[src/logic/drive_pkg.sv]
package drive_pkg;

    ////////////////////////////////////////////////////////////////////////////
    // Widths

    localparam int OP_W       = 2;
    localparam int ENV_ADDR_W = 6;   // 64 samples per bank
    localparam int LEN_W      = 4;   // Sample count is field + 1
    localparam int PHASE_W    = 8;   // Top 2 bits give the quadrant
    localparam int INST_W     = 12;
    localparam int PC_W       = 5;   // 32 list entries
    localparam int AMP_W      = 8;
    localparam int IQ_SUM_W   = 10;  // Room for MAX_BANK lanes
    localparam int MAX_BANK   = 4;

    ////////////////////////////////////////////////////////////////////////////
    // Instruction format

    typedef enum logic [OP_W-1:0] {
        OP_NOP  = 2'd0,
        OP_PLAY = 2'd1,
        OP_RZ   = 2'd2
    } opcode_t;

    // Opcode sits in the top bits
    localparam int OP_LSB   = INST_W - OP_W;
    // PLAY start address above the length field
    localparam int ADDR_LSB = LEN_W;
    // RZ immediate occupies [PHASE_W-1:0], PLAY length [LEN_W-1:0]

endpackage

[src/logic/drive_inst_fetch.sv]
`timescale 1ns/1ps

module drive_inst_fetch #(
    parameter int NUM_BANK = 2
) (
    input  logic                                    clk,
    input  logic                                    rst_i,
    input  logic                                    update_pc_i,
    input  logic [NUM_BANK-1:0]                     bank_wr_sel_i,
    input  logic                                    inst_wr_en_i,
    input  logic [drive_pkg::PC_W-1:0]              inst_wr_addr_i,
    input  logic [drive_pkg::INST_W-1:0]            inst_wr_data_i,
    output logic                                    inst_valid_o,
    output logic [NUM_BANK*drive_pkg::INST_W-1:0]   inst_o
);
    import drive_pkg::*;

    localparam int LIST_DEPTH = 1 << PC_W;

    logic [PC_W-1:0] pc_q;

    ////////////////////////////////////////////////////////////////////////////
    // Program counter, shared by all banks

    always_ff @(posedge clk) begin
        if (rst_i) begin
            pc_q         <= '0;
            inst_valid_o <= 1'b0;
        end else begin
            inst_valid_o <= update_pc_i;
            if (update_pc_i) begin
                pc_q <= pc_q + 1'b1; // Wraps past entry 31
            end
        end
    end

    ////////////////////////////////////////////////////////////////////////////
    // One instruction list per bank

    genvar b;
    generate
        for (b = 0; b < NUM_BANK; b++) begin : g_list
            logic [INST_W-1:0] list_mem [LIST_DEPTH];
            logic [INST_W-1:0] inst_q;

            always_ff @(posedge clk) begin
                if (inst_wr_en_i && bank_wr_sel_i[b]) begin
                    list_mem[inst_wr_addr_i] <= inst_wr_data_i;
                end
                if (update_pc_i) begin
                    inst_q <= list_mem[pc_q]; // Word at PC before increment
                end
            end

            assign inst_o[b*INST_W +: INST_W] = inst_q;
        end
    endgenerate

endmodule

[src/logic/drive_sequencer.sv]
`timescale 1ns/1ps

module drive_sequencer (
    input  logic                                clk,
    input  logic                                rst_i,
    input  logic                                inst_valid_i,
    input  logic [drive_pkg::INST_W-1:0]        inst_i,
    output logic                                busy_o,
    output logic                                rd_valid_o,
    output logic [drive_pkg::ENV_ADDR_W-1:0]    rd_addr_o,
    output logic [1:0]                          quadrant_o
);
    import drive_pkg::*;

    opcode_t                op;
    logic [ENV_ADDR_W-1:0]  play_addr;
    logic [LEN_W-1:0]       play_len;
    logic [PHASE_W-1:0]     rz_imm;
    logic                   is_play;
    logic                   is_rz;
    logic                   start_play;
    logic                   do_rz;

    logic                   busy_q;
    logic [LEN_W-1:0]       remain_q;
    logic [ENV_ADDR_W-1:0]  addr_q;
    logic [1:0]             quad_q;
    logic [PHASE_W-1:0]     phase_q;

    ////////////////////////////////////////////////////////////////////////////
    // Decode

    assign op        = opcode_t'(inst_i[OP_LSB +: OP_W]);
    assign play_addr = inst_i[ADDR_LSB +: ENV_ADDR_W];
    assign play_len  = inst_i[LEN_W-1:0];
    assign rz_imm    = inst_i[PHASE_W-1:0];

    always_comb begin
        is_play = 1'b0;
        is_rz   = 1'b0;
        case (op)
            OP_PLAY: is_play = inst_valid_i;
            OP_RZ:   is_rz   = inst_valid_i;
            default: ; // NOP and the unused code
        endcase
    end

    // Anything arriving mid-playback is dropped
    assign start_play = is_play & ~busy_q;
    assign do_rz      = is_rz & ~busy_q;

    ////////////////////////////////////////////////////////////////////////////
    // Virtual phase

    always_ff @(posedge clk) begin
        if (rst_i) begin
            phase_q <= '0;
        end else if (do_rz) begin
            phase_q <= phase_q + rz_imm; // Modulo 256
        end
    end

    ////////////////////////////////////////////////////////////////////////////
    // Playback

    always_ff @(posedge clk) begin
        if (rst_i) begin
            busy_q   <= 1'b0;
            remain_q <= '0;
        end else if (busy_q) begin
            if (remain_q == '0) begin
                busy_q <= 1'b0; // Last read this cycle
            end else begin
                remain_q <= remain_q - 1'b1;
            end
        end else if (start_play) begin
            busy_q   <= 1'b1;
            remain_q <= play_len;
        end
    end

    // Read pointer and latched quadrant
    always_ff @(posedge clk) begin
        if (busy_q) begin
            addr_q <= addr_q + 1'b1;
        end else if (start_play) begin
            addr_q <= play_addr;
            quad_q <= phase_q[PHASE_W-1 -: 2];
        end
    end

    assign busy_o     = busy_q;
    assign rd_valid_o = busy_q; // One read per busy cycle
    assign rd_addr_o  = addr_q;
    assign quadrant_o = quad_q;

endmodule

[src/logic/drive_iq_modulator.sv]
`timescale 1ns/1ps

module drive_iq_modulator (
    input  logic                                clk,
    input  logic                                rst_i,
    input  logic                                env_wr_en_i,
    input  logic [drive_pkg::ENV_ADDR_W-1:0]    env_wr_addr_i,
    input  logic [drive_pkg::AMP_W-1:0]         env_wr_data_i,
    input  logic                                rd_valid_i,
    input  logic [drive_pkg::ENV_ADDR_W-1:0]    rd_addr_i,
    input  logic [1:0]                          quadrant_i,
    output logic                                valid_o,
    output logic [drive_pkg::AMP_W-1:0]         i_o,
    output logic [drive_pkg::AMP_W-1:0]         q_o
);
    import drive_pkg::*;

    localparam int ENV_DEPTH = 1 << ENV_ADDR_W;

    logic [AMP_W-1:0] env_mem [ENV_DEPTH];
    logic [AMP_W-1:0] sample;

    always_ff @(posedge clk) begin
        if (env_wr_en_i) begin
            env_mem[env_wr_addr_i] <= env_wr_data_i;
        end
    end

    assign sample = env_mem[rd_addr_i];

    ////////////////////////////////////////////////////////////////////////////
    // Quadrant rotation, -128 negates to itself

    always_ff @(posedge clk) begin
        if (rst_i) begin
            valid_o <= 1'b0;
            i_o     <= '0;
            q_o     <= '0;
        end else begin
            valid_o <= rd_valid_i;
            i_o     <= '0;
            q_o     <= '0;
            if (rd_valid_i) begin
                case (quadrant_i)
                    2'd0: i_o <= sample;       // 0 deg
                    2'd1: q_o <= sample;       // 90 deg
                    2'd2: i_o <= -sample;      // 180 deg
                    default: q_o <= -sample;   // 270 deg
                endcase
            end
        end
    end

endmodule

[src/logic/drive_bank_sum.sv]
`timescale 1ns/1ps

module drive_bank_sum #(
    parameter int NUM_BANK = 2
) (
    input  logic                                    clk,
    input  logic                                    rst_i,
    input  logic [NUM_BANK-1:0]                     lane_valid_i,
    input  logic [NUM_BANK*drive_pkg::AMP_W-1:0]    lane_i_i,
    input  logic [NUM_BANK*drive_pkg::AMP_W-1:0]    lane_q_i,
    output logic                                    valid_o,
    output logic [drive_pkg::IQ_SUM_W-1:0]          i_o,
    output logic [drive_pkg::IQ_SUM_W-1:0]          q_o
);
    import drive_pkg::*;

    logic signed [IQ_SUM_W-1:0] i_acc;
    logic signed [IQ_SUM_W-1:0] q_acc;

    // Sum width only covers up to MAX_BANK lanes
    generate
        if (NUM_BANK < 1 || NUM_BANK > MAX_BANK) begin : g_bank_check
            $error("drive_bank_sum: NUM_BANK out of range");
        end
    endgenerate

    always_comb begin
        logic signed [AMP_W-1:0] li;
        logic signed [AMP_W-1:0] lq;
        i_acc = '0;
        q_acc = '0;
        for (int b = 0; b < NUM_BANK; b++) begin
            li = lane_i_i[b*AMP_W +: AMP_W];
            lq = lane_q_i[b*AMP_W +: AMP_W];
            if (lane_valid_i[b]) begin
                i_acc = i_acc + li; // Sign extended
                q_acc = q_acc + lq;
            end
        end
    end

    always_ff @(posedge clk) begin
        if (rst_i) begin
            valid_o <= 1'b0;
            i_o     <= '0;
            q_o     <= '0;
        end else begin
            valid_o <= |lane_valid_i;
            i_o     <= i_acc;
            q_o     <= q_acc;
        end
    end

endmodule

[src/logic/drive_datapath.sv]
`timescale 1ns/1ps

module drive_datapath #(
    parameter int NUM_BANK = 2
) (
    input  logic                                clk,
    input  logic                                rst_i,
    input  logic                                update_pc_i,
    input  logic [NUM_BANK-1:0]                 bank_wr_sel_i,
    input  logic                                inst_wr_en_i,
    input  logic [drive_pkg::PC_W-1:0]          inst_wr_addr_i,
    input  logic [drive_pkg::INST_W-1:0]        inst_wr_data_i,
    input  logic                                env_wr_en_i,
    input  logic [drive_pkg::ENV_ADDR_W-1:0]    env_wr_addr_i,
    input  logic [drive_pkg::AMP_W-1:0]         env_wr_data_i,
    output logic [NUM_BANK-1:0]                 bank_busy_o,
    output logic                                valid_o,
    output logic [drive_pkg::IQ_SUM_W-1:0]      i_o,
    output logic [drive_pkg::IQ_SUM_W-1:0]      q_o
);
    import drive_pkg::*;

    logic                       inst_valid;
    logic [NUM_BANK*INST_W-1:0] inst;
    logic [NUM_BANK-1:0]        lane_valid;
    logic [NUM_BANK*AMP_W-1:0]  lane_i;
    logic [NUM_BANK*AMP_W-1:0]  lane_q;

    ////////////////////////////////////////////////////////////////////////////
    // Fetch

    drive_inst_fetch #(
        .NUM_BANK(NUM_BANK)
    ) u_fetch (
        .clk(clk),
        .rst_i(rst_i),
        .update_pc_i(update_pc_i),
        .bank_wr_sel_i(bank_wr_sel_i),
        .inst_wr_en_i(inst_wr_en_i),
        .inst_wr_addr_i(inst_wr_addr_i),
        .inst_wr_data_i(inst_wr_data_i),
        .inst_valid_o(inst_valid),
        .inst_o(inst)
    );

    ////////////////////////////////////////////////////////////////////////////
    // Per-bank sequencer and modulator

    genvar b;
    generate
        for (b = 0; b < NUM_BANK; b++) begin : g_bank
            logic                   rd_valid;
            logic [ENV_ADDR_W-1:0]  rd_addr;
            logic [1:0]             quadrant;
            logic                   env_wr_en;

            assign env_wr_en = env_wr_en_i & bank_wr_sel_i[b];

            drive_sequencer u_seq (
                .clk(clk),
                .rst_i(rst_i),
                .inst_valid_i(inst_valid),
                .inst_i(inst[b*INST_W +: INST_W]),
                .busy_o(bank_busy_o[b]),
                .rd_valid_o(rd_valid),
                .rd_addr_o(rd_addr),
                .quadrant_o(quadrant)
            );

            drive_iq_modulator u_mod (
                .clk(clk),
                .rst_i(rst_i),
                .env_wr_en_i(env_wr_en),
                .env_wr_addr_i(env_wr_addr_i),
                .env_wr_data_i(env_wr_data_i),
                .rd_valid_i(rd_valid),
                .rd_addr_i(rd_addr),
                .quadrant_i(quadrant),
                .valid_o(lane_valid[b]),
                .i_o(lane_i[b*AMP_W +: AMP_W]),
                .q_o(lane_q[b*AMP_W +: AMP_W])
            );
        end
    endgenerate

    drive_bank_sum #(
        .NUM_BANK(NUM_BANK)
    ) u_sum (
        .clk(clk),
        .rst_i(rst_i),
        .lane_valid_i(lane_valid),
        .lane_i_i(lane_i),
        .lane_q_i(lane_q),
        .valid_o(valid_o),
        .i_o(i_o),
        .q_o(q_o)
    );

endmodule

[config.mk]
export PLATFORM = sky130hd
export DESIGN_NAME = drive_datapath
export DESIGN_NICKNAME = d
export VERILOG_FILES = /design/src/logic/drive_pkg.sv /design/src/logic/drive_inst_fetch.sv /design/src/logic/drive_sequencer.sv /design/src/logic/drive_iq_modulator.sv /design/src/logic/drive_bank_sum.sv /design/src/logic/drive_datapath.sv
export SDC_FILE = /design/constraint.sdc
export NUM_CORES = 2
export LEC_CHECK = 0
export ABC_AREA = 1
export BUFFER_PORTS_ARGS = -buffer_cell sky130_fd_sc_hd__buf_2
export CAP_MARGIN = 20
export CORE_AREA = 2 2 446 448
export CTS_CLUSTER_DIAMETER = 50
export CTS_CLUSTER_SIZE = 24
export DETAILED_ROUTE_END_ITERATION = 8
export DIE_AREA = 0 0 448 450
export SLEW_MARGIN = 20
export SYNTH_ARGS = -nofsm -noshare
export SYNTH_HDL_FRONTEND = slang
export SYNTH_SLANG_ARGS = --single-unit
[constraint.sdc]
create_clock -name clk -period 3.84 [get_ports clk]
set_input_delay 0.384 -clock clk [delete_from_list [all_inputs] [get_ports clk]]
set_output_delay 0.384 -clock clk [all_outputs]
set_load 0.005 [all_outputs]
# == After elaboration in Yosys (flattened, before gate mapping) ==
# Memories as Yosys holds them, arrays and structs flattened. A register that Yosys moved wholly into a read port is not among the register bits.
# Cells that the tools add are included.
# word_totals
n_memories,4
elab_cells,109
regBits,103
inputBits,38
output_inout_bits,23
ram_bits,1792
# classes
n_reduce_logical,17
n_bitwise,8
n_eq_ne,10
addsub,11
n_mux,38
# memory_table
name,depth,width,rd,rd_clocked_by_memory_dff,write_ports,line,text
g_bank[0].u_mod.env_mem,64,8,1,1,1,drive_iq_modulator.sv:20,logic [AMP_W-1:0] env_mem [ENV_DEPTH];
g_bank[1].u_mod.env_mem,64,8,1,1,1,drive_iq_modulator.sv:20,
u_fetch.g_list[0].list_mem,32,12,1,1,1,drive_inst_fetch.sv:43,logic [INST_W-1:0] list_mem [LIST_DEPTH];
u_fetch.g_list[1].list_mem,32,12,1,1,1,drive_inst_fetch.sv:43,
# ops
op,count
8-bit case mux with 2 select lines,4
10-bit two-way mux,4
6-bit two-way mux,6
4-bit two-way mux,6
10-bit by 8-bit adder with 10-bit output,2
1-bit two-way mux,18
8-bit adder,2
8-bit negator,2
"6-bit by 1-bit adder with 6-bit output, second input constant",2
2-bit OR reduction,5
"2-bit by 1-bit == test with 1-bit output, second input constant",4
"2-bit == test, second input constant",4
4-bit zero test,2
2-bit AND reduction,4
"4-bit by 1-bit subtractor with 4-bit output, second input constant",2
1-bit AND,6
"5-bit by 1-bit adder with 5-bit output, second input constant",1
2-bit zero test,2
"2-bit != test, second input constant",2
2-bit nonzero test,2
1-bit logical AND,2
1-bit inverter,2

# == Longest topological paths before layout ==
# logic_depth
word_depth,6
mapped_depth,17
ltp_nobuf,15

# == By module ==
# Synthesis repeated with hierarchy kept, for this count alone.
# hier_totals
hier_cells,7133
hier_area_um2,80188.2
# modules_own_cells
module,cells_per_inst,seq_area_each_um2,instances,area_per_inst_um2
drive_iq_modulator,1884,15715.1,2,21584.5
drive_inst_fetch,2756,23902.9,1,32642.6
drive_sequencer,175,500.5,2,1361.3
drive_bank_sum,255,420.4,1,1639.1
drive_datapath,4,0.0,1,15.0

# == Worst setup path before layout ==
# OpenSTA, ideal clock, no wires.
# synth_path
path_kind,register -> register
start,register g_bank[0].u_mod.valid_o
end,register u_sum.i_o[7] in the netlist's numbering
period_less_slack_ns,2.359
path_stages_with_launch,14
t_arrival_ns,2.227
setup_ns,0.132
n_path_buf,2
path_slack_ns,1.481
required_time_ns,3.708
cell_sequence,dfxtp_1 > clkbuf_1 > clkbuf_1 > nand2_1 > inv_1 > ha_1 > a21o_1 > a21oi_1 > o21ai_0 > a21oi_1 > o21bai_1 > or2_2 > nand3_1 > a21oi_1
# synth_between
elab_chain_cells,3
# synth_lines
element,line,text
start: declaration,drive_iq_modulator.sv:12,"output logic valid_o,"
start signal: assignment,drive_iq_modulator.sv:40,valid_o <= rd_valid_i;
10-bit two-way mux (*),drive_bank_sum.sv:35,if (lane_valid_i[b]) begin
10-bit by 8-bit adder with 10-bit output,drive_bank_sum.sv:36,i_acc = i_acc + li;
10-bit two-way mux (*),drive_bank_sum.sv:35,
end signal: assignment,drive_bank_sum.sv:49,i_o <= i_acc;
end: declaration,drive_bank_sum.sv:12,"output logic [drive_pkg::IQ_SUM_W-1:0] i_o,"
# Every way passes the cells marked *; elsewhere a longest branch is shown, timed or not.
# A chain may end at the register's enable or synchronous reset.

==> results.yml <==
timing:
  finClkSkew_ns: 0.0417
  fin_crit_ns: 3.27
  finalCritPeriodShare_pct: 85.1
  final-setup-viol-count: 0
  max_clock_freq_mhz: 306
  maxSlewViolCount: 0
  hold_violations: 0
  max_slew.worst_pin.slew_ns: 1.10
  rsz0062_at_grt: "false"
  slew_headroom_pct: 26.6
  setup_tns_ns: 0
min_path:
  worstHoldStart: "env_wr_data_i[3]"
  hold_path.class: "input pin to flip-flop"
  holdPathStages: 1
  min_to: "g_bank[0].u_mod.env_mem[60][3]"
placement:
  dp_cells: 9112
  numPortBuffers: 60
  dp.final_hpwl_um: 122000
  dpl_cell_area_um2: 83100
  gp_congestion: 0.858
final_layout:
  syn_to_final_growth_pct: 13.4
  fin_cells: 9413
  finish.instance_area_um2: 88800
  regArea_um2: 57000
  fillers: 17757
  drive_gt1_share_pct: 10.5
  finalNetCount: 6713
  multi_input_area_um2: 19100
yosys:
  synthArstFlopShare_pct: 0
  synth_cell_type_count: 33
  syn-cell-area_um2: 78300
  ys_warn_count: 0
  synth-edff-count: 1832
  syn_inst: 6536
  synth-seq-area-share_pct: 72.8
  synth_ff_type: "edfxtp_1"
  synth-seq-cells: 1931
  syn_area_per_cell_um2: 12.0
  syn-num-nets: 6617
outcome:
  status: "completed"
floorplan:
  die_area_um2: 202000
  rows: 163
  fp.dieW_um: 448
  fp.coreArea_um2: 197000
  io_pins: 61
  start_util_pct: 39.8
  dieHeight_um: 450
clocking:
  post_cts_buffers: 0
  htreeDepth: 4
  cts_max_path_buffers: 3
  cts_hold_buf: 1
  numCtsBuffers: 157
  clk_pin_slew_ns: 0.09
  cts.sinks: 1931
  cts.repair.resized: 0
  cts-root-buf: "clkbuf_16"
  clock_latency_ns: 0.85
  cts_tree: "done"
drt:
  via_per_inst: 5.47
  ant_nets: 0
  wl_per_cell_um: 22.2
  drt_wl_total_um: 209000
  num_vias: 51505
  drc_errors: 0
  drt_pre_antenna_iters: 6
  drt_iter0_markers: 5492
critical_path:
  crit_arrival_ns: 4.00
  worst-r2r-cell-count: 14
  cp_num_buf_inv: 1
  rrSetupSlack_ns: 0.57
  required_ns: 4.57
  worstSetupStartpointType: "flip-flop"
  worstPathMaxFanout: 174
  critical_path.max_stage_delay_ns: 0.52
  worst_path_most_repeated_cell: "nand2_1"
  crit_chain: "buf_12, nand2_1, nand3_1, nand3_1, nand2_1, nand2_1, nand3_1, nand3_1, nand2_1, nor2_1, nand2_1, xor2_1, nand2_1, a21oi_1"
  setup.worst_path.class: "flip-flop to flip-flop"
  worstReg2RegEnd: "g_bank[1].u_mod.q_o[3]"
  slowest_stage: "dfxtp_4"
  end_kind: "flip-flop"
  cp_top_family: "simple AND/OR/NAND/NOR gates"
global_route:
  grt_pass1_vias: 49099
  antenna_found_initial: 11
  track_usage_pct: 20.3
  grt_first_pass_wirelength_um: 312000
  grt-ovfl-total: 0
  grt_max_degree: 175
job:
  maxCapViolations: 0
power:
  p_leak_nw: 30.7
  peakVddDrop_mv: 0.449
  p_per_area_nw_per_um2: 509
[state kept, by name, summed over array words and instances (netlist names), 4 cells and up, named ones only]
signal and cells:
u_fetch.g_list.inst_q 24, g_bank.u_mod.env_mem 1024, u_fetch.pc_q 5, g_bank.u_mod.i_o 16
u_sum.i_o 10, u_sum.q_o 10, g_bank.u_seq.quadrant_o 4, g_bank.u_seq.phase_q 16
g_bank.u_seq.remain_q 8, g_bank.u_mod.q_o 16, u_fetch.g_list.list_mem 768, g_bank.u_seq.rd_addr_o 12
[layer usage]
metal	vias to the layer above	share of wire [%]	GRT usage, %
met5	-	0.021	0
met4	8	2.7	6.26
met3	323	7.5	3.41
met2	1916	47	32.5
met1	25467	42	28.3
li1	23791	-	-
[where the power goes]
group          switching [mW]  internal, mW  leakage (nW)
Sequential              0.113          23.2          17.3
Clock                    8.74          8.97          2.79
Combinational            3.09          1.12          10.6
[layout make-up]
| class | instances | area share [%] |
|---|---|---|
| Sequential cell | 1931 | 64.2 |
| Multi-Input combinational cell | 4021 | 21.5 |
| Clock buffer | 169 | 4.62 |
| Tap cell | 2640 | 3.72 |
| Timing Repair Buffer | 370 | 3.45 |
| Clock inverter | 126 | 1.83 |
| Inverter | 151 | 0.671 |
| Antenna cell | 5 | 0.0141 |
[worst reg2reg max path, cell delays in order (launching register included)]
cell and delay, ns:
dfxtp_4 0.52, buf_12 0.51, nand2_1 0.41, nand3_1 0.13
nand3_1 0.12, nand2_1 0.11, nand2_1 0.06, nand3_1 0.19
nand3_1 0.20, nand2_1 0.25, nor2_1 0.06, nand2_1 0.14
xor2_1 0.22, nand2_1 0.08, a21oi_1 0.17
[layout by cell type (no fill, tap or decap), types with 90 or more instances in the layout]
cell type	synthesis	final
buf_4	17	285
clkbuf_16	0	161
dfxtp_1	99	90
edfxtp_1	1832	1832
inv_1	136	133
nand2_1	1375	1373
nand3_1	859	859
nor2_1	618	618
nor3_1	163	133
o21ai_0	545	545
o221ai_1	146	146
[through the flow]
| stage | util, % | total power [mW] | hold slack, ns | worst slack (ns) |
|---|---|---|---|---|
| after floorplan | - | 26.3 | 0.437 | 1.48 |
| after global placement | 42.2 | 27.9 | 0.460 | 0.831 |
| after detailed placement | 42.2 | 28.0 | 0.464 | 0.782 |
| after CTS | 45.2 | 45.4 | 0.0402 | 0.737 |
| after global routing | 45.2 | 46.7 | 0.0597 | 0.396 |
| final | 45.2 | 45.2 | 0.0955 | 0.571 |
[worst max-delay path by stage]
stage,slack [ns],to,depth (start not counted),from
after CTS,0.74,g_bank[1].u_mod.q_o[3],15,flip-flop
final,0.57,g_bank[1].u_mod.q_o[3],14,flip-flop
after detailed placement,0.78,g_bank[1].u_mod.i_o[4],16,flip-flop
after global routing,0.40,g_bank[1].u_mod.i_o[4],15,flip-flop
after floorplan,1.48,u_sum.i_o[7],13,g_bank[0].u_mod.valid_o
after global placement,0.83,g_bank[0].u_mod.i_o[4],15,flip-flop
[logic make-up after synthesis]
family,Yosys count,share of synthesized area [%]
AOI/OAI and AO/OA,920,6.90
xor gates and xnor gates,32,0.358
adders and majority gates,43,0.725
buffers and inverters,584,3.07
DFF,1931,72.8
and+or+nand+nor,3026,16.2
[cells in the mapped netlist (all sizes together), types with 4 or more instances]
master	n	area (um2)
a211oi	4	30.0
clkbuf	256	961
nand3	859	4300
clkinv	9	33.8
a21oi	83	415
o21bai	4	30.0
a32oi	20	175
inv	142	533
o21ai	549	2750
nor2	618	2320
dfxtp	99	1980
buf	177	877
nand2	1376	5170
ha	39	488
xnor2	8	70.1
xor2	24	210
fa	4	80.1
o221ai	146	1280
o22ai	78	488
o211ai	6	45.0
nor3	163	816
edfxtp	1832	55000
a31oi	28	175
No activity file was read; power rests on OpenSTA's default activity.
